[src/hw/mmio_pkg.sv]
package mmio_pkg;

    // address map, all byte addresses, word aligned
    localparam logic [31:0] reg_limit = 32'd1024;  // first address past the external registers
    localparam logic [31:0] tft_limit = 32'd2048;  // first address past the TFT write window
    localparam logic [31:0] mem_limit = 32'd8192;  // end of memory region, base of fetch window

    // target sizes
    localparam int mem_words = 1536;  // 6 KiB of instruction/data words
    localparam int reg_count = 16;    // external registers, aliased across the region
    localparam int spi_bits  = 32;    // one TFT word per chip select

    // cpu load/store operation
    typedef enum logic [1:0] {
        rwi_write = 2'b01,
        rwi_read  = 2'b10,
        rwi_idle  = 2'b11
    } rwi_e;

    // decoded target of one request
    typedef enum logic [2:0] {
        region_reg   = 3'd0,  // external register file
        region_tft   = 3'd1,  // spi write window
        region_mem   = 3'd2,  // instruction/data memory
        region_fetch = 3'd3,  // memory seen through the fetch window
        region_none  = 3'd4   // nothing mapped here
    } region_e;

    // tft shifter sequencing
    typedef enum logic [1:0] {
        tx_idle  = 2'd0,  // cs_n high, waiting on the buffer
        tx_shift = 2'd1,  // cs_n low, two clocks per bit
        tx_gap   = 2'd2   // single cs_n high cycle between words
    } tx_state_e;

    // request as presented by the cpu each cycle
    typedef struct packed {
        rwi_e        op;     // idle, write or read
        logic [31:0] addr;   // byte address
        logic [31:0] wdata;  // store data
    } mmio_req_t;

    // command into the single-port memory
    typedef struct packed {
        logic                         en;     // access this cycle
        logic                         we;     // write when set, read otherwise
        logic [$clog2(mem_words)-1:0] idx;    // word index
        logic [31:0]                  wdata;  // store data
    } mem_cmd_t;

    // host side load of one external register
    typedef struct packed {
        logic                         en;    // load strobe
        logic [$clog2(reg_count)-1:0] idx;   // register number
        logic [31:0]                  data;  // new register value
    } reg_load_t;

endpackage

[src/hw/ext_reg_file.sv]
`timescale 1ns/1ps

module ext_reg_file (
    input  logic                clk,
    input  logic                reset,
    input  mmio_pkg::reg_load_t load,
    input  logic                rd,
    input  logic [3:0]          idx,
    output logic [31:0]         rdata
);

    import mmio_pkg::*;

    logic [31:0] regs [reg_count];  // host-visible register bank

    // host load port, takes effect at the sampling edge
    always_ff @(posedge clk) begin
        if (reset) begin
            for (int i = 0; i < reg_count; i++) begin
                regs[i] <= '0;
            end
        end else if (load.en) begin
            regs[load.idx] <= load.data;
        end
    end

    // cpu read port
    // a load to the same index on this edge is not seen yet
    always_ff @(posedge clk) begin
        if (rd) begin
            rdata <= regs[idx];
        end
    end

endmodule

[config.mk]
export PLATFORM = sky130hd
export DESIGN_NAME = ext_reg_file
export DESIGN_NICKNAME = d
export VERILOG_FILES = /design/src/hw/mmio_pkg.sv /design/src/hw/ext_reg_file.sv
export SDC_FILE = /design/constraint.sdc
export NUM_CORES = 1
export LEC_CHECK = 0
export CAP_MARGIN = 20
export CORE_ASPECT_RATIO = 0.8
export CORE_UTILIZATION = 35
export DETAILED_ROUTE_END_ITERATION = 8
export DONT_BUFFER_PORTS = 1
export PLACE_DENSITY = 0.53
export SLEW_MARGIN = 5
export SYNTH_ARGS = -nofsm -noshare
export SYNTH_HDL_FRONTEND = slang
export SYNTH_SLANG_ARGS = --single-unit
[constraint.sdc]
create_clock -name clk -period 2.5 [get_ports clk]
set_input_delay 0.125 -clock clk [delete_from_list [all_inputs] [get_ports clk]]
set_output_delay 0.125 -clock clk [all_outputs]
set_load 0.01 [all_outputs]
==> impl_metrics.tcl <==
set metrics [dict create \
    status "finished clean" \
    pin_count 76 \
    dieWidth_um 294 \
    drv_cap 0 \
    drt-pass1-iter-count 5 \
    yosysTopAreaCell "edfxtp_1" \
    p_total_mw 20.3 \
    min_period_ps 2380 \
    syn_area_mm2 0.0239 \
    ctsResizeCount 0 \
    io_buffers 0 \
    cp.arrival_ps 2750 \
    start_util_pct 35.4 \
    final_common_cell "edfxtp_1" \
    fill_cells 6051 \
    dp_cells 2277 \
    grt_use_total_pct 18.8 \
    nets 1512 \
    syn2layout_area_growth_pct 14.6 \
    synthDistinctLibCells 22 \
    first_global_vias 13200 \
    gp_congestion 0.739 \
    fp.coreArea_mm2 0.0673 \
    viasPerCell 5.15 \
    synth-seq-cells 544 \
    place_hpwl_um 33200 \
    max_clock_freq_ghz 0.420 \
    worstMarginPinSlew_ps 755 \
    hold_class "primary input to flip-flop" \
    wl_per_cell_um 26.4 \
    drive_gt1_share_pct 20.8 \
    setup_viol 0 \
    postCtsSetupBuffers 0 \
    worstPathCellList "mux4_2 > dlygate4sd3_1 > a22oi_1 > dlygate4sd3_1 > nand2_1" \
    drc 0 \
    clock_latency_ps 620 \
    register_area_mm2 0.0163 \
    synth_top_area_share_pct 68.5 \
    numCtsBuffers 56 \
    pwr-share-seq_pct 53.1 \
    yosysSeqAreaShare_pct 68.5 \
    grt_pass1_wl_um 93100 \
    synth_fp_nets 1492 \
    clkSinkCount 544 \
    num_rows 85 \
    vias 12500 \
    fp.dieH_um 235 \
    ctsHtreeMaxLevel 2 \
    relSlewSlack_pct 49.5 \
    ir_worst_vdd_uv 542 \
    worstPathMaxFanout 1 \
    hold_slack_ps 39.9 \
    period_share_pct 95.3 \
    multi_input_area_mm2 0.00711 \
    grt_setup_unrepaired "no" \
    power_density_mw_per_mm2 742 \
    clk_pin_slew_ps 70 \
    p_switching_mw 4.53 \
    cp-end-kind "flip-flop" \
    fin_tns_setup_ps 0 \
    cp_top_family "buffers and inverters" \
    yosys_warnings 0 \
    avgSynthCellArea_um2 16.5 \
    finClkSkew_ps 14.5 \
    final_cells 2429 \
    root_buffer "clkbuf_16" \
    grt_overflow 0 \
    cts.path.max_buffers 3 \
    cp_common_cell "dlygate4sd3_1" \
    drt-initial-drc-count 1130 \
    crit_buf_inv 2 \
    final_antenna_net_count 0 \
    cts_tree "yes" \
    required_ps 2860 \
    grt_max_degree 111 \
    slowest_stage "dlygate4sd3_1" \
    die-area_mm2 0.0692 \
    drv_slew 0 \
    final_cell_mix "edfxtp_1, and2_1, mux4_2" \
    path_class "flip-flop to flip-flop" \
    synth_area_leaders "edfxtp_1, and2_1, mux4_2" \
    slowest_delay_ps 570 \
    start_kind "flip-flop" \
    clkPwrFrac_pct 40.3 \
    switching_share_pct 22.3 \
    antenna_found_initial 4 \
    leakagePower_nw 9.30 \
    p_int_mw 15.8 \
    synthCells 1448 \
    power_frac_comb_pct 6.6 \
    hold_viol 0 \
    routed_wl_um 64100 \
]
## cells in the mapped netlist (all sizes together)
cell type  instances
a22oi             64
and2             513
buf               19
clkbuf           106
edfxtp           544
mux4             128
nand2             33
nand2b             2
nand4b             1
nand4bb            2
nor2              13
nor2b              2
nor3               4
or2               16
or4b               1
## cell type report
| cell class | count | area share, % |
|---|---|---|
| flip-flops and latches | 544 | 59.8 |
| clock buffers | 71 | 5.41 |
| clock inverters | 34 | 0.975 |
| diodes | 1 | 0.00915 |
| repair buffers | 87 | 3.66 |
| multi-input cells | 779 | 26.0 |
| well taps | 913 | 4.18 |
## path summary, 6_finish.rpt
path,from,endpoint,slack [ps],depth (start not counted)
worst min register to register,regs[15][9]$_SDFFCE_PN0P_,rdata[9]$_DFFE_PP_,760,3
worst max register to register,regs[15][6]$_SDFFCE_PN0P_,rdata[6]$_DFFE_PP_,120,5
worst max-delay path,regs[15][6]$_SDFFCE_PN0P_,rdata[6]$_DFFE_PP_,120,5
worst min-delay path,idx[1],rdata[3]$_DFFE_PP_,40,3
## power groups by stage
stage	clock network (mW)	registers, mW	logic [mW]
finish	8.18	10.8	1.34
floorplan	0	10.9	0.827
global placement	0	10.9	1.09
CTS	8.34	10.8	1.35
detailed placement	0	11.0	1.10
global route	8.66	10.8	1.42
## worst min-delay path, delay by kind of cell
family,cells,cell delay (ps)
AO/OA/AOI/OAI,1,120
multiplexers,1,170
AND/OR/NAND/NOR,1,100
## state kept, by name, summed over array words and instances, names as in the netlist
signal and flops:
regs 512, rdata 32
## logic make-up after synthesis
logic type,after synthesis,share of synthesized area (%)
AND/OR/NAND/NOR,587,15.3
flip-flops,544,68.5
multiplexers,128,12.1
AO/OA/AOI/OAI,64,2.01
buffers and inverters,125,2.11
## through the flow
stage | area, um^2 | utilization [%] | setup WS, ps
floorplan | 23900 | - | 711
CTS | 27300 | 40.6 | 138
global route | 27300 | 40.6 | 24.2
finish | 27300 | 40.6 | 116
global placement | 25100 | 37.3 | 650
detailed placement | 25100 | 37.3 | 647
## timing repair
item	in CTS	in global routing
hold endpoints to repair	598	3
hold buffers	44	2
setup endpoints to repair	0	0
## per-layer routing
metal / GRT usage [%] / share of wire [%] / vias up
li1: - / - / 5431
met1: 26.8 / 45 / 6565
met2: 29.5 / 46 / 422
met3: 3.50 / 6.7 / 97
met4: 4.92 / 2.3 / 2
met5: 0 / 0.016 / -
Power figures use the tool's default switching activity.
