## src/hw/mmio_pkg.sv

```systemverilog
package mmio_pkg;

    // address map, all byte addresses, word aligned
    localparam logic [31:0] reg_limit = 32'd1024;  // first address past the external registers
    localparam logic [31:0] tft_limit = 32'd2048;  // first address past the TFT write window
    localparam logic [31:0] mem_limit = 32'd8192;  // end of memory region, base of fetch window

    // target sizes
    localparam int mem_words = 1536;  // 6 KiB of instruction/data words
    localparam int reg_count = 16;    // external registers, aliased across the region
    localparam int spi_bits  = 32;    // one TFT word per chip select

    // cpu load/store operation
    typedef enum logic [1:0] {
        rwi_write = 2'b01,
        rwi_read  = 2'b10,
        rwi_idle  = 2'b11
    } rwi_e;

    // decoded target of one request
    typedef enum logic [2:0] {
        region_reg   = 3'd0,  // external register file
        region_tft   = 3'd1,  // spi write window
        region_mem   = 3'd2,  // instruction/data memory
        region_fetch = 3'd3,  // memory seen through the fetch window
        region_none  = 3'd4   // nothing mapped here
    } region_e;

    // tft shifter sequencing
    typedef enum logic [1:0] {
        tx_idle  = 2'd0,  // cs_n high, waiting on the buffer
        tx_shift = 2'd1,  // cs_n low, two clocks per bit
        tx_gap   = 2'd2   // single cs_n high cycle between words
    } tx_state_e;

    // request as presented by the cpu each cycle
    typedef struct packed {
        rwi_e        op;     // idle, write or read
        logic [31:0] addr;   // byte address
        logic [31:0] wdata;  // store data
    } mmio_req_t;

    // command into the single-port memory
    typedef struct packed {
        logic                         en;     // access this cycle
        logic                         we;     // write when set, read otherwise
        logic [$clog2(mem_words)-1:0] idx;    // word index
        logic [31:0]                  wdata;  // store data
    } mem_cmd_t;

    // host side load of one external register
    typedef struct packed {
        logic                         en;    // load strobe
        logic [$clog2(reg_count)-1:0] idx;   // register number
        logic [31:0]                  data;  // new register value
    } reg_load_t;

endpackage

```

## src/hw/mmio_router.sv

```systemverilog
`timescale 1ns/1ps

module mmio_router (
    input  logic                clk,
    input  logic                reset,
    input  mmio_pkg::mmio_req_t req,
    input  logic [31:0]         reg_rdata,
    input  logic [31:0]         mem_rdata,
    output logic                reg_rd,
    output logic [3:0]          reg_idx,
    output mmio_pkg::mem_cmd_t  mem_cmd,
    output logic                tft_wr,
    output logic [31:0]         tft_word,
    output logic [31:0]         rd_data,
    output logic                rd_valid,
    output logic [31:0]         instr,
    output logic                instr_valid
);

    import mmio_pkg::*;

    region_e     region;       // target of the current request
    logic [31:0] fetch_off;    // byte offset into the fetch window
    logic [31:0] mem_off;      // byte offset into memory, either view
    logic        is_rd;        // read or fetch this cycle
    logic        is_wr;        // store this cycle
    region_e     pend_region;  // region of the read in flight
    logic        pend_valid;   // a read is in flight
    logic [31:0] sel_data;     // returning word picked by region

    assign is_rd = (req.op == rwi_read);
    assign is_wr = (req.op == rwi_write);

    // address classification
    always_comb begin
        fetch_off = req.addr - mem_limit;
        if (req.addr < reg_limit) begin
            region = region_reg;
        end else if (req.addr < tft_limit) begin
            region = region_tft;
        end else if (req.addr < mem_limit) begin
            region = region_mem;
        end else if (fetch_off < (mem_limit - tft_limit)) begin
            region = region_fetch;  // fetch window is as deep as memory
        end else begin
            region = region_none;
        end
    end

    // memory and fetch views share one word index
    assign mem_off = (region == region_fetch) ? fetch_off : (req.addr - tft_limit);

    // one target strobe per request, or none
    always_comb begin
        reg_rd        = is_rd && (region == region_reg);  // register writes dropped
        reg_idx       = req.addr[5:2];                    // 16 words aliased by index
        tft_wr        = is_wr && (region == region_tft);  // tft reads dropped
        tft_word      = req.wdata;
        mem_cmd       = '0;
        mem_cmd.idx   = mem_off[$clog2(mem_words)+1:2];   // drop byte offset
        mem_cmd.wdata = req.wdata;
        if (region == region_mem) begin
            mem_cmd.en = is_rd || is_wr;
            mem_cmd.we = is_wr;
        end else if (region == region_fetch) begin
            mem_cmd.en = is_rd;  // fetch-window stores are ignored
        end
    end

    // pick the word that came back for the read in flight
    always_comb begin
        case (pend_region)
            region_reg:   sel_data = reg_rdata;
            region_mem:   sel_data = mem_rdata;
            region_fetch: sel_data = mem_rdata;
            default:      sel_data = '0;  // tft or unmapped read answers zero
        endcase
    end

    // one pending stage, then registered result
    always_ff @(posedge clk) begin
        if (reset) begin
            pend_valid  <= 1'b0;
            pend_region <= region_none;
            rd_valid    <= 1'b0;
            instr_valid <= 1'b0;
        end else begin
            pend_valid  <= is_rd;
            pend_region <= region;
            rd_valid    <= pend_valid && (pend_region != region_fetch);
            instr_valid <= pend_valid && (pend_region == region_fetch);
        end
    end

    // result words, zero when nothing is returned
    always_ff @(posedge clk) begin
        if (pend_valid && (pend_region != region_fetch)) begin
            rd_data <= sel_data;
        end else begin
            rd_data <= '0;
        end
        if (pend_valid && (pend_region == region_fetch)) begin
            instr <= sel_data;
        end else begin
            instr <= '0;
        end
    end

endmodule

```

## config.mk

```make
export PLATFORM = sky130hd
export DESIGN_NAME = mmio_router
export DESIGN_NICKNAME = d
export VERILOG_FILES = /design/src/hw/mmio_pkg.sv /design/src/hw/mmio_router.sv
export SDC_FILE = /design/constraint.sdc
export NUM_CORES = 1
export LEC_CHECK = 0
export BUFFER_PORTS_ARGS = -buffer_cell sky130_fd_sc_hd__buf_2
export CORE_AREA = 5 5 106 108
export DETAILED_ROUTE_END_ITERATION = 16
export DIE_AREA = 0 0 111 113
export GPL_ROUTABILITY_DRIVEN = 0
export PLACE_DENSITY_LB_ADDON = 0.15
export SYNTH_ARGS = -nofsm -noshare
export SYNTH_HDL_FRONTEND = slang
export SYNTH_SLANG_ARGS = --single-unit
```

## constraint.sdc

```tcl
create_clock -name clk -period 2.8 [get_ports clk]
set_input_delay 0 -clock clk [delete_from_list [all_inputs] [get_ports clk]]
set_output_delay 0 -clock clk [all_outputs]
set_load 0.005 [all_outputs]
```

==> results.txt <==
----------------------------------------------------
[Place]
  Sum of net half-perimeters after detailed placement ... 6460 um
  IO Port Bufs ... 162

[Floorplan]
  Initial standard-cell utilization of the core ... 31.4%
  Placeable Area ... 0.0101 sq mm
  Die width ... 111 um
  Row count ... 37
  Height of the chip ... 113 um
  Ports placed on the boundary ... 281
  Die area ... 0.0125 sq mm

[Synth]
  Synth Cell Area ... 0.00319 sq mm
  Synth Warn # ... 0
  Main flop type after synthesis ... sky130_fd_sc_hd__dfxtp_1
  Synthesized instance count ... 344
  Number of nets in the synthesized netlist ... 479
  Library cell occupying the most area in the post-synthesis netlist ... sky130_fd_sc_hd__dfxtp_1
  Number of synthesized flops with an enable pin ... 0
  Post-synth top area share ... 44.0%
  Mean cell area of the mapped netlist ... 9.26 sq um
  Synthesized flop and latch total ... 70
  Sequential area share after synthesis ... 44.0%
  Leading cell types by total area after synthesis ... sky130_fd_sc_hd__dfxtp_1 (44%), sky130_fd_sc_hd__buf_4 (18%), sky130_fd_sc_hd__a22oi_1 (7.5%)
  Share of async-settable or async-resettable flops after synthesis ... 0%
  Distinct cells, synth ... 45

[Drt]
  DR iter-0 viols ... 201
  DRC violations left ... 0
  Via/cell ratio ... 4.54
  Routed wirelength normalized by instance count ... 15.0 um
  Number of detailed-route iterations in the first pass ... 4
  Final routed wirelength across all metal layers ... 9570 um
  Total number of vias ... 2,900
  Detail Route Antenna Nets ... 0

[Clocking]
  Clk Tree Root Cell ... sky130_fd_sc_hd__clkbuf_8
  Post-cts gate resize count ... 0
  Later-pin clock latency in the skew report ... 0.33 ns
  Clock tree from TritonCTS ... built
  Max Root-Sink Buffers ... 2
  Hold buffers post-CTS ... 68
  TritonCTS Buffers ... 9
  Clock sink count ... 70
  H-Tree Depth ... 3
  Post-CTS repair timing setup buffer count ... 0

[Final layout]
  Count of nets after finishing ... 633
  Synth-to-Final Area Change ... 40.8%
  Most common library cell in the layout ignoring fill and taps ... sky130_fd_sc_hd__buf_2
  Commonest cells after routing, fill and taps aside ... sky130_fd_sc_hd__buf_2 (162), sky130_fd_sc_hd__dfxtp_1 (70), sky130_fd_sc_hd__dlygate4sd3_1 (68), sky130_fd_sc_hd__nor2_1 (42), sky130_fd_sc_hd__and2_1 (33)
  Fraction of layout instances using a drive strength above 1 ... 38.6%
  Total of fill cells in the finished design ... 1,003
  N_diodes ... 0

[Global routing]
  Number of global-route vias before repair ... 3,096
  Pin count of the biggest net entering global routing ... 34
  Number of antenna violations at the first check in global routing ... 0
  Total grt overflow ... 0
  Overall track demand over capacity in global routing ... 15.3%
  First-pass GRT wire length ... 15,600 um

[Critical path]
  Required time at the worst-slack endpoint ... 2.80 ns
  Worst path max stage delay ... 0.39 ns
  Top cell family by delay on the critical path ... compound AO/OA/AOI/OAI gates
  Arrival time of the worst setup path ... 2.02 ns
  Number of buffers and inverters on the critical path ... 3
  Cell seen most often among critical-path stages ... sky130_fd_sc_hd__buf_2
  Kind of start point of the critical path ... primary input
  Cell with the biggest individual delay on the critical path ... sky130_fd_sc_hd__a2111oi_4
  CP Class ... primary input to output pin
  Critical path peak fanout ... 8
  CP Capture Type ... output pin
  Sequence of cells on the critical path ... buf_2, inv_1, ha_1, nor3b_1, o2111ai_1, o21a_1, a2111oi_4, nand2_1, o32ai_1, buf_2

[Power]
  Maximum vdd ir drop ... 0.241 mV
  Design Power ... 2.13 mW
  Leakage power total ... 2.08 nW
  Cell area power density ... 474 mW/mm^2

[Hold path]
  Worst hold path type ... primary input to output pin

[STA]
  RSZ-0062 raised after global routing ... no
  Share of the clock period used by the worst path after layout ... 72.2%
  Pin slew with the least headroom to its limit ... 0.588 ns
  Min Tclk post-route ... 2.02 ns
  Final slew viol count ... 0
  Post-route setup TNS ... 0 ns
  Achievable clock frequency ... 494 MHz
  Clock skew ... 0.00727 ns
  Hold Vio Cnt, Final ... 0
  Final setup fails ... 0
  Headroom to the max-slew limit ... 60.7%

[Run]
  Reported max-cap violation count ... 0

[Status]
  Run status ... complete, no violations

----------------------------------------------------
## layout make-up
class / count / area, sq um / share of cell area (%)
multi-input combinational: 175 / 1130 / 25.2
timing repair buffer: 234 / 1520 / 33.9
clock buffer: 11 / 151 / 3.37
tap: 136 / 170 / 3.79
clock inverter: 5 / 81.3 / 1.81
sequential: 70 / 1400 / 31.2
inverter: 8 / 30.0 / 0.669
## sequential cells by signal, summed over array words and instances, names as in the netlist
register / cells
instr: 32
rd_data: 32
pend_region: 3
instr_valid: 1
pend_valid: 1
rd_valid: 1
## path summary, 6_finish.rpt
| path | from | end | slack [ns] | cells after the start |
|---|---|---|---|---|
| min | req[2] | mem_cmd[2] | 0.000003 | 0 |
| min reg2reg | pend_region[1] | rd_data[24] | 0.65 | 3 |
| max reg2reg | pend_region[1] | instr[6] | 1.17 | 5 |
| max | req[45] | mem_cmd[44] | 0.78 | 10 |
## cells by family (layout without fill, tap and decap cells)
| group | count (synthesis) | after routing | share of synthesized area, % |
|---|---|---|---|
| simple gates | 113 | 113 | 19.7 |
| buf+inv | 99 | 258 | 20.7 |
| flops | 70 | 70 | 44.0 |
| compound gates | 54 | 54 | 13.1 |
| xor+xnor | 5 | 5 | 1.37 |
| fa+ha+maj | 3 | 3 | 1.18 |
## stage by stage
stage	hold WS (ns)	cells	setup slack, ns	utilization [%]	instance area [sq um]
floorplan	0.0332	344	1.26	-	3190
global placement	0.0000381	555	0.767	35.3	3570
detailed placement	0.0000381	555	0.781	35.3	3570
CTS	0.0000381	639	0.773	44.3	4490
global route	0.0000121	639	0.539	44.3	4490
finish	0.00000251	639	0.777	44.3	4490
## metal layers
metal	vias up	wire, um	GRT usage (%)
li1	1391	-	-
met1	1316	3910	17.2
met2	155	4510	25.4
met3	38	792	5.94
met4	0	357	7.64
met5	-	0	0
## where the power goes
part	switching, mW	internal (mW)
Clock	0.371	0.550
Sequential	0.000293	0.996
Combinational	0.0834	0.127
## synth_stat cells (2+ instances only)
cell,number
sky130_fd_sc_hd__nor3b_1,3
sky130_fd_sc_hd__a21oi_1,6
sky130_fd_sc_hd__nor3_1,6
sky130_fd_sc_hd__buf_4,77
sky130_fd_sc_hd__o21a_1,2
sky130_fd_sc_hd__and2_1,33
sky130_fd_sc_hd__and3_1,2
sky130_fd_sc_hd__nand2_1,5
sky130_fd_sc_hd__nor2_1,42
sky130_fd_sc_hd__clkbuf_1,12
sky130_fd_sc_hd__buf_1,2
sky130_fd_sc_hd__dfxtp_1,70
sky130_fd_sc_hd__nand4_1,2
sky130_fd_sc_hd__a22oi_1,32
sky130_fd_sc_hd__nor4_1,3
sky130_fd_sc_hd__nand2b_1,3
sky130_fd_sc_hd__ha_1,3
sky130_fd_sc_hd__o21ai_0,2
sky130_fd_sc_hd__o32ai_1,2
sky130_fd_sc_hd__inv_1,8
sky130_fd_sc_hd__xor2_1,4
sky130_fd_sc_hd__or4_4,2
Power figures use the tool's default switching activity.
