File: config.mk
export PLATFORM = sky130hd
export DESIGN_NAME = tft_spi_tx
export DESIGN_NICKNAME = d
export VERILOG_FILES = /design/src/hw/mmio_pkg.sv /design/src/hw/tft_spi_tx.sv
export SDC_FILE = /design/constraint.sdc
export NUM_CORES = 1
export LEC_CHECK = 0
export ABC_AREA = 1
export BUFFER_PORTS_ARGS = -buffer_cell sky130_fd_sc_hd__buf_2
export CAP_MARGIN = 10
export CORE_MARGIN = 5
export CORE_UTILIZATION = 46
export CTS_BUF_LIST = sky130_fd_sc_hd__clkbuf_16
export CTS_CLUSTER_SIZE = 12
export DETAILED_ROUTE_END_ITERATION = 12
export PLACE_DENSITY = 0.72
export SLEW_MARGIN = 0
export SYNTH_ARGS = -nofsm -noshare
export SYNTH_HDL_FRONTEND = slang
export SYNTH_SLANG_ARGS = --single-unit
export TNS_END_PERCENT = 5
File: constraint.sdc
create_clock -name clk -period 3.95 [get_ports clk]
set_input_delay 0.1975 -clock clk [delete_from_list [all_inputs] [get_ports clk]]
set_output_delay 0.1975 -clock clk [all_outputs]
set_load 0.03 [all_outputs]
File: src/hw/mmio_pkg.sv
package mmio_pkg;

    // address map, all byte addresses, word aligned
    localparam logic [31:0] reg_limit = 32'd1024;  // first address past the external registers
    localparam logic [31:0] tft_limit = 32'd2048;  // first address past the TFT write window
    localparam logic [31:0] mem_limit = 32'd8192;  // end of memory region, base of fetch window

    // target sizes
    localparam int mem_words = 1536;  // 6 KiB of instruction/data words
    localparam int reg_count = 16;    // external registers, aliased across the region
    localparam int spi_bits  = 32;    // one TFT word per chip select

    // cpu load/store operation
    typedef enum logic [1:0] {
        rwi_write = 2'b01,
        rwi_read  = 2'b10,
        rwi_idle  = 2'b11
    } rwi_e;

    // decoded target of one request
    typedef enum logic [2:0] {
        region_reg   = 3'd0,  // external register file
        region_tft   = 3'd1,  // spi write window
        region_mem   = 3'd2,  // instruction/data memory
        region_fetch = 3'd3,  // memory seen through the fetch window
        region_none  = 3'd4   // nothing mapped here
    } region_e;

    // tft shifter sequencing
    typedef enum logic [1:0] {
        tx_idle  = 2'd0,  // cs_n high, waiting on the buffer
        tx_shift = 2'd1,  // cs_n low, two clocks per bit
        tx_gap   = 2'd2   // single cs_n high cycle between words
    } tx_state_e;

    // request as presented by the cpu each cycle
    typedef struct packed {
        rwi_e        op;     // idle, write or read
        logic [31:0] addr;   // byte address
        logic [31:0] wdata;  // store data
    } mmio_req_t;

    // command into the single-port memory
    typedef struct packed {
        logic                         en;     // access this cycle
        logic                         we;     // write when set, read otherwise
        logic [$clog2(mem_words)-1:0] idx;    // word index
        logic [31:0]                  wdata;  // store data
    } mem_cmd_t;

    // host side load of one external register
    typedef struct packed {
        logic                         en;    // load strobe
        logic [$clog2(reg_count)-1:0] idx;   // register number
        logic [31:0]                  data;  // new register value
    } reg_load_t;

endpackage

File: src/hw/tft_spi_tx.sv
`timescale 1ns/1ps

module tft_spi_tx (
    input  logic        clk,
    input  logic        reset,
    input  logic        wr,
    input  logic [31:0] word,
    output logic        full,
    output logic        sck,
    output logic        mosi,
    output logic        cs_n
);

    import mmio_pkg::*;

    tx_state_e                    state;      // shifter sequencing
    logic [31:0]                  fifo_q [2]; // two-word buffer
    logic                         wr_ptr;     // next free slot
    logic                         rd_ptr;     // oldest word
    logic [1:0]                   count;      // words held, 0 to 2
    logic                         push;       // accepted write
    logic                         pop;        // shifter takes a word
    logic [31:0]                  shift_q;    // word on the wire, msb first
    logic [$clog2(spi_bits)-1:0]  bit_cnt;    // bits already sent
    logic                         sck_q;      // serial clock level

    assign full = (count == 2'd2);
    assign push = wr && !full;  // writes while full are lost
    assign pop  = ((state == tx_idle) || (state == tx_gap)) && (count != 2'd0);

    // buffer pointers and fill level
    always_ff @(posedge clk) begin
        if (reset) begin
            wr_ptr <= 1'b0;
            rd_ptr <= 1'b0;
            count  <= 2'd0;
        end else begin
            if (push) begin
                wr_ptr <= ~wr_ptr;
            end
            if (pop) begin
                rd_ptr <= ~rd_ptr;
            end
            case ({push, pop})
                2'b10:   count <= count + 2'd1;
                2'b01:   count <= count - 2'd1;
                default: count <= count;  // both or neither
            endcase
        end
    end

    // buffer storage
    always_ff @(posedge clk) begin
        if (push) begin
            fifo_q[wr_ptr] <= word;
        end
    end

    // shifter fsm, two clk cycles per bit
    always_ff @(posedge clk) begin
        if (reset) begin
            state   <= tx_idle;
            sck_q   <= 1'b0;
            bit_cnt <= '0;
        end else begin
            case (state)
                tx_idle, tx_gap: begin
                    sck_q   <= 1'b0;
                    bit_cnt <= '0;
                    if (pop) begin
                        state <= tx_shift;  // chip select drops next cycle
                    end else begin
                        state <= tx_idle;
                    end
                end
                tx_shift: begin
                    sck_q <= ~sck_q;  // rising edge mid-bit, falling edge ends it
                    if (sck_q) begin
                        if (bit_cnt == ($clog2(spi_bits))'(spi_bits - 1)) begin
                            state <= tx_gap;  // last bit done
                        end else begin
                            bit_cnt <= bit_cnt + 1'b1;
                        end
                    end
                end
                default: begin
                    state <= tx_idle;
                end
            endcase
        end
    end

    // shift register payload
    always_ff @(posedge clk) begin
        if (pop) begin
            shift_q <= fifo_q[rd_ptr];  // load next word
        end else if ((state == tx_shift) && sck_q) begin
            shift_q <= {shift_q[30:0], 1'b0};  // advance on falling sck
        end
    end

    assign sck  = sck_q;
    assign cs_n = (state != tx_shift);
    assign mosi = cs_n ? 1'b0 : shift_q[31];  // quiet line between words

endmodule

==> results of run 1 <==
==> cells in the mapped netlist, drive strengths merged <==
cell    number
nor2        13
nor3         1
nor4         1
nand3       10
xor2         1
dfxtp       13
a31oi        1
ha           3
a21boi       1
clkbuf       5
or2          1
inv         49
edfxtp      96
nand2       75
a21oi        4
buf          9
mux2         1
o21ai       70
==> cell families after synthesis <==
kind of cell / after synthesis
flip-flops: 109
AND/OR/NAND/NOR: 101
AO/OA/AOI/OAI: 76
buffers and inverters: 63
adder cells (fa/ha/maj): 3
XOR/XNOR: 1
multiplexers: 1
==> flip-flops by register name, summed over array words and instances (netlist names), named ones only <==
register and cells:
count 2, wr_ptr 1, rd_ptr 1, sck 1
bit_cnt 5, state 2, fifo_q 64, shift_q 32
==> layout by cell type, fill, tap and decap left out, types with 2 or more instances in the layout <==
cell        n
a21oi_1     4
o21ai_0    62
nor2_4      2
inv_8       3
edfxtp_1   96
dfxtp_1    12
buf_2      38
o21ai_1     5
clkbuf_16   9
nand3_1    10
o21ai_4     2
ha_1        3
nand2_1    75
inv_1      49
nor2_1     11
==> power by group <==
group	internal, uW	switching, uW	total, uW
clock network	459	449	908
registers	1720	162	1880
logic	253	557	810
total	2430	1170	3600
==> worst max-delay path, stage by stage, from the launching register on <==
cell and delay, ns:
dfxtp_1 0.44, inv_1 0.12, o21ai_4 0.08, buf_4 0.47, o21ai_4 0.40
==> layer usage <==
layer / GRT usage [%] / share of wire, % / vias to the layer above / wire [um]
li1: - / - / 1275 / -
met1: 16.03 / 46 / 1109 / 3007
met2: 20.32 / 50 / 44 / 3270
met3: 2.368 / 3.5 / 4 / 233
met4: 6.753 / 1.1 / 0 / 70
met5: 0 / 0 / - / 0
==> final timing paths <==
check	endpoint	cells past startpoint
setup / recovery	shift_q[8]	4
hold / removal	fifo_q[1][15]	1
setup reg to reg	shift_q[8]	4
hold reg to reg	flip-flop	2
==> area by class of cell <==
class	instances	area, um^2	area share [%]
clock inverters	7	83.83	1.727
multi-input cells	182	880.8	18.14
flip-flops and latches	109	3144	64.77
inverters	49	183.9	3.789
clock buffers	9	225.2	4.639
repair buffers	39	197.7	4.072
well taps	111	138.9	2.861
==> metrics by stage <==
stage | util (%) | hold slack, ns
floorplan | - | 0.2666
global placement | 49.90 | 0.3880
detailed placement | 49.90 | 0.3883
CTS | 53.30 | 0.02130
global route | 53.30 | 0.01892
finish | 53.30 | 0.02797
==> results_dict.tcl, run 1 <==
set metrics [dict create \
    clock_sinks 109 \
    clk_pin_slew_ns 0.09 \
    hold_class "in -> reg" \
    viasPerCell 4.806 \
    vias 2432 \
    finalWorstSetupSlack_ns 2.044 \
    yosysWarnings 0 \
    yosysTopAreaCell "edfxtp_1" \
    syn_nets 392 \
    instances_no_fill 506 \
    power_uw 3600 \
    clock_latency_ns 0.35 \
    hp-start "word[15]" \
    nFillCells 760 \
    post_cts_resized 0 \
    diodes 0 \
    cp.required_ns 3.94 \
    ant_nets 0 \
    synthCells 354 \
    yosys.area_share.xor_xnor_pct 0.2061 \
    wl_per_cell_um 13.01 \
    drive_above_1_share_pct 15.95 \
    slew_headroom_pct 35.20 \
    dpl_cell_area_mm2 0.004546 \
    dpl.hpwl_mm 4.236 \
    worstMarginPinSlew_ns 0.9697 \
    fp.dieH_um 106.1 \
    critical_path_class "reg -> reg" \
    synth-adder-area-share_pct 0.8831 \
    synth_cell_types 23 \
    end_kind "flip-flop" \
    coreArea_mm2 0.009109 \
    num_rows 35 \
    start_kind "flip-flop" \
    synth_mux_area_share_pct 0.2649 \
    cts.path.max_buffers 2 \
    fmax_mhz 524.8 \
    timing.final.crit_share_pct 48.24 \
    pre_cts_ws_ns 2.072 \
    setup_violations 0 \
    outcome "finished clean" \
    layout_min_cycle_time_ns 1.906 \
    syn_area_per_cell_um2 12.01 \
    yosysTopAreaCellShare_pct 67.82 \
    fin_setup_tns_ns 0 \
    floorplan.initialDensity_pct 46.66 \
    critPathMaxFanout 67 \
    hold_buffers 0 \
    syn_area_mm2 0.004250 \
    post_cts_buffers 0 \
    grt_pass1_wl_mm 11.11 \
    yosys.area_share.simple_pct 9.361 \
    synth_top_family_by_area "simple AND/OR/NAND/NOR gates" \
    cts_root_buf "clkbuf_16" \
    dr.first_iter.drc_count 135 \
    wirelength_mm 6.581 \
    ys_top_cells_by_area "edfxtp_1 68%, o21ai_0 7.4%, nand2_1 6.6%, dfxtp_1 6.1%, inv_1 4.3%" \
    antenna_found_initial 0 \
    grt_max_degree 68 \
    power_density_mw_per_mm2 741.6 \
    place.gp.congestion 0.7854 \
    io_buffer_count 38 \
    r2r_start "state[0]" \
    crit_arrival_ns 1.90 \
    grt-ovfl-total 0 \
    cts_tree "built" \
    ctsHtreeMaxLevel 3 \
    final_area_mm2 0.004855 \
    syn2layout_area_growth_pct 14.22 \
    synth-compound-area-share_pct 9.214 \
    ir_drop_mv 0.3168 \
    yosysSeqAreaShare_pct 73.95 \
    maxSlewViolCount 0 \
    num-nets-final 428 \
    rsz0062_at_grt "false" \
    reg2reg_slack_ns 2.04 \
    io-pin-count 39 \
    track_usage_pct 12.56 \
    die_area_mm2 0.01126 \
    hold_viol_final 0 \
    dr.pass1.iters 4 \
    cp-startpoint "state[0]" \
    drv_cap 0 \
    ys_ff_latch 109 \
    p_leak_uw 0.001892 \
    drc 0 \
    worst_clock_skew_ns 0.01710 \
    placed_cells 490 \
    grt_pass1_vias 2403 \
    cts_inserted_buffers 9 \
    dieWidth_um 106.1 \
]
Power figures use the tool's default switching activity.
==> inputs of run 2 (changes only) <==
--- a/config.mk
+++ b/config.mk
@@ -13,7 +13,7 @@
 export CTS_BUF_LIST = sky130_fd_sc_hd__clkbuf_16
 export CTS_CLUSTER_SIZE = 12
 export DETAILED_ROUTE_END_ITERATION = 12
-export PLACE_DENSITY = 0.72
+export PLACE_DENSITY = 0.75
 export SLEW_MARGIN = 0
 export SYNTH_ARGS = -nofsm -noshare
 export SYNTH_HDL_FRONTEND = slang
==> constraint.sdc (replaced) <==
create_clock -name clk -period 1.55 [get_ports clk]
set_input_delay 0.0775 -clock clk [delete_from_list [all_inputs] [get_ports clk]]
set_output_delay 0.0775 -clock clk [all_outputs]
set_load 0.03 [all_outputs]
==> run 2 against run 1 <==
Effect of this change:
- sequential share of layout area is 5.8 points lower
- cell count is 8.7% higher
- routed wire length grew 13%
- die area did not move
- final area is 10% higher
- critical path depth up 4
- combinational power grew to 3.3 times the previous value
- setup slack got worse by 2.0 ns
- highest routed layer unchanged
==> results_dict.tcl, run 2 (same netlist as run 1, synthesis figures left out) <==
set metrics [dict create \
    met3_usage_pct 2.368 \
    grt-ovfl-total 0 \
    wirelength_mm 7.466 \
    wl_per_cell_um 13.57 \
    slew_headroom_pct 72.60 \
    worstMarginPinSlew_ns 0.4094 \
    hp-start "wr" \
    clk_pin_slew_ns 0.07 \
    ctsHtreeMaxLevel 3 \
    layout_min_cycle_time_ns 1.530 \
    dieWidth_um 106.1 \
    coreArea_mm2 0.009109 \
    top_regs "fifo_q x64, shift_q x32, bit_cnt x5" \
    placed_cells 500 \
    die_area_mm2 0.01126 \
    hold_class "in -> reg" \
    power_density_mw_per_mm2 1783 \
    fp.dieH_um 106.1 \
    num_rows 35 \
    timing.final.crit_share_pct 98.73 \
    clock_latency_ns 0.34 \
    dpl_cell_area_mm2 0.004693 \
    reg2reg_slack_ns 0.02 \
    instances_no_fill 550 \
    fmax_mhz 653.5 \
    r2r_start "bit_cnt[0]" \
    viasPerCell 4.927 \
    top_usage_layer "met2" \
    whs_endpoint "wr_ptr" \
    io_buffer_count 38 \
    maxSlewViolCount 0 \
    hold_viol_final 0 \
    cts_inserted_buffers 9 \
    fin_setup_tns_ns 0 \
    reg2regPathDepth 8 \
    grt_pass1_wl_mm 12.10 \
    crit_arrival_ns 1.80 \
    end_kind "flip-flop" \
    io-pin-count 39 \
    vias 2710 \
    outcome "finished clean" \
    critPathMaxFanout 4 \
    floorplan.initialDensity_pct 46.66 \
    gr-usage-met1_pct 17.18 \
    ir_drop_mv 0.8320 \
    start_kind "flip-flop" \
    final_area_mm2 0.005345 \
    use_met2_pct 23.53 \
    drive_above_1_share_pct 19.13 \
    num-nets-final 472 \
    worst_clock_skew_ns 0.007244 \
    worst_r2r_endpoint "bit_cnt[0]" \
    cts.path.max_buffers 2 \
    place.gp.congestion 0.7344 \
    ant_nets 0 \
    track_usage_pct 13.70 \
    setup_violations 0 \
    cts_tree "built" \
    cts_root_buf "clkbuf_16" \
    syn2layout_area_growth_pct 25.76 \
    dr.pass1.iters 4 \
    top_register "fifo_q" \
    clock_sinks 109 \
    dr.first_iter.drc_count 87 \
    cp.required_ns 1.82 \
    diodes 0 \
    antenna_found_initial 0 \
    largest_reg_flops 64 \
    grt_pass1_vias 2639 \
    most-common-layout-cells "96 x edfxtp_1, 74 x nand2_1, 61 x o21ai_0" \
    final_common_cell "edfxtp_1" \
    drc 0 \
    power_uw 9530 \
    grt_max_degree 43 \
    nFillCells 694 \
    critical_path_class "reg -> reg" \
    drv_cap 0 \
    worstHoldPathCells 4 \
    p_leak_uw 0.002088 \
    dpl.hpwl_mm 4.471 \
]
run 2: changes by cell type in the layout (fill, tap and decap cells not counted), moves of 3 or more:
cell           change
buf_12             +5
dlygate4sd3_1     +33
buf_4              +6
inv_6              +3
dfxtp_1            -3
run 2: report_power, final:
group | switching [uW] | internal (uW)
combinational | 1670 | 1010
clock | 1060 | 1120
sequential | 278 | 4380
run 2: how the worst max path moves through the flow:
stage / startpoint / slack (ns) / cells after the start / end
after floorplan: count[0] / -0.25 / 2 / fifo_q[0][0]
after global placement: bit_cnt[0] / 0.04 / 8 / bit_cnt[0]
after detailed placement: bit_cnt[0] / -0.09 / 8 / bit_cnt[0]
after CTS: bit_cnt[0] / 0.006 / 8 / bit_cnt[0]
after global routing: bit_cnt[1] / -0.03 / 10 / bit_cnt[2]
final: bit_cnt[0] / 0.02 / 8 / bit_cnt[0]
run 2: repair_timing:
item | in CTS | in global routing
setup endpoints to repair | 1 | 6
hold buffers | 33 | 0
hold endpoints to repair | 68 | 0
setup buffers | 0 | 1
pin swaps | 0 | 1
gates resized for setup | 5 | 5
run 2: final cells by class:
| cell class | count | area, um^2 | area share (%) |
|---|---|---|---|
| Sequential cell | 109 | 3151 | 58.94 |
| Multi-Input combinational cell | 182 | 912.1 | 17.06 |
| Timing Repair Buffer | 83 | 673.1 | 12.59 |
| Clock buffer | 9 | 225.2 | 4.213 |
| Inverter | 49 | 183.9 | 3.441 |
| Tap cell | 111 | 138.9 | 2.598 |
| Clock inverter | 7 | 61.31 | 1.147 |
run 2: per-layer routing:
| layer | share of wire [%] | vias to the layer above |
|---|---|---|
| met5 | 0 | - |
| met1 | 43 | 1274 |
| met3 | 2.7 | 14 |
| li1 | - | 1366 |
| met2 | 52 | 56 |
| met4 | 1.9 | 0 |
run 2: stage by stage:
stage / hold slack [ns] / util, % / setup WS [ns]
floorplan: 0.1392 / - / -0.2524
global placement: 0.2651 / 51.52 / 0.03623
detailed placement: 0.2682 / 51.52 / -0.09189
CTS: 0.1580 / 58.45 / 0.006001
global route: 0.1751 / 58.68 / -0.03370
finish: 0.1624 / 58.68 / 0.01974
run 2: critical path, cell delays in order (launching register included):
cell and delay (ns):
dfxtp_2 0.34, ha_1 0.21, nand2_1 0.08, nor2_1 0.06
ha_2 0.20, inv_2 0.09, nand3_4 0.09, or2_2 0.28
a21boi_1 0.12
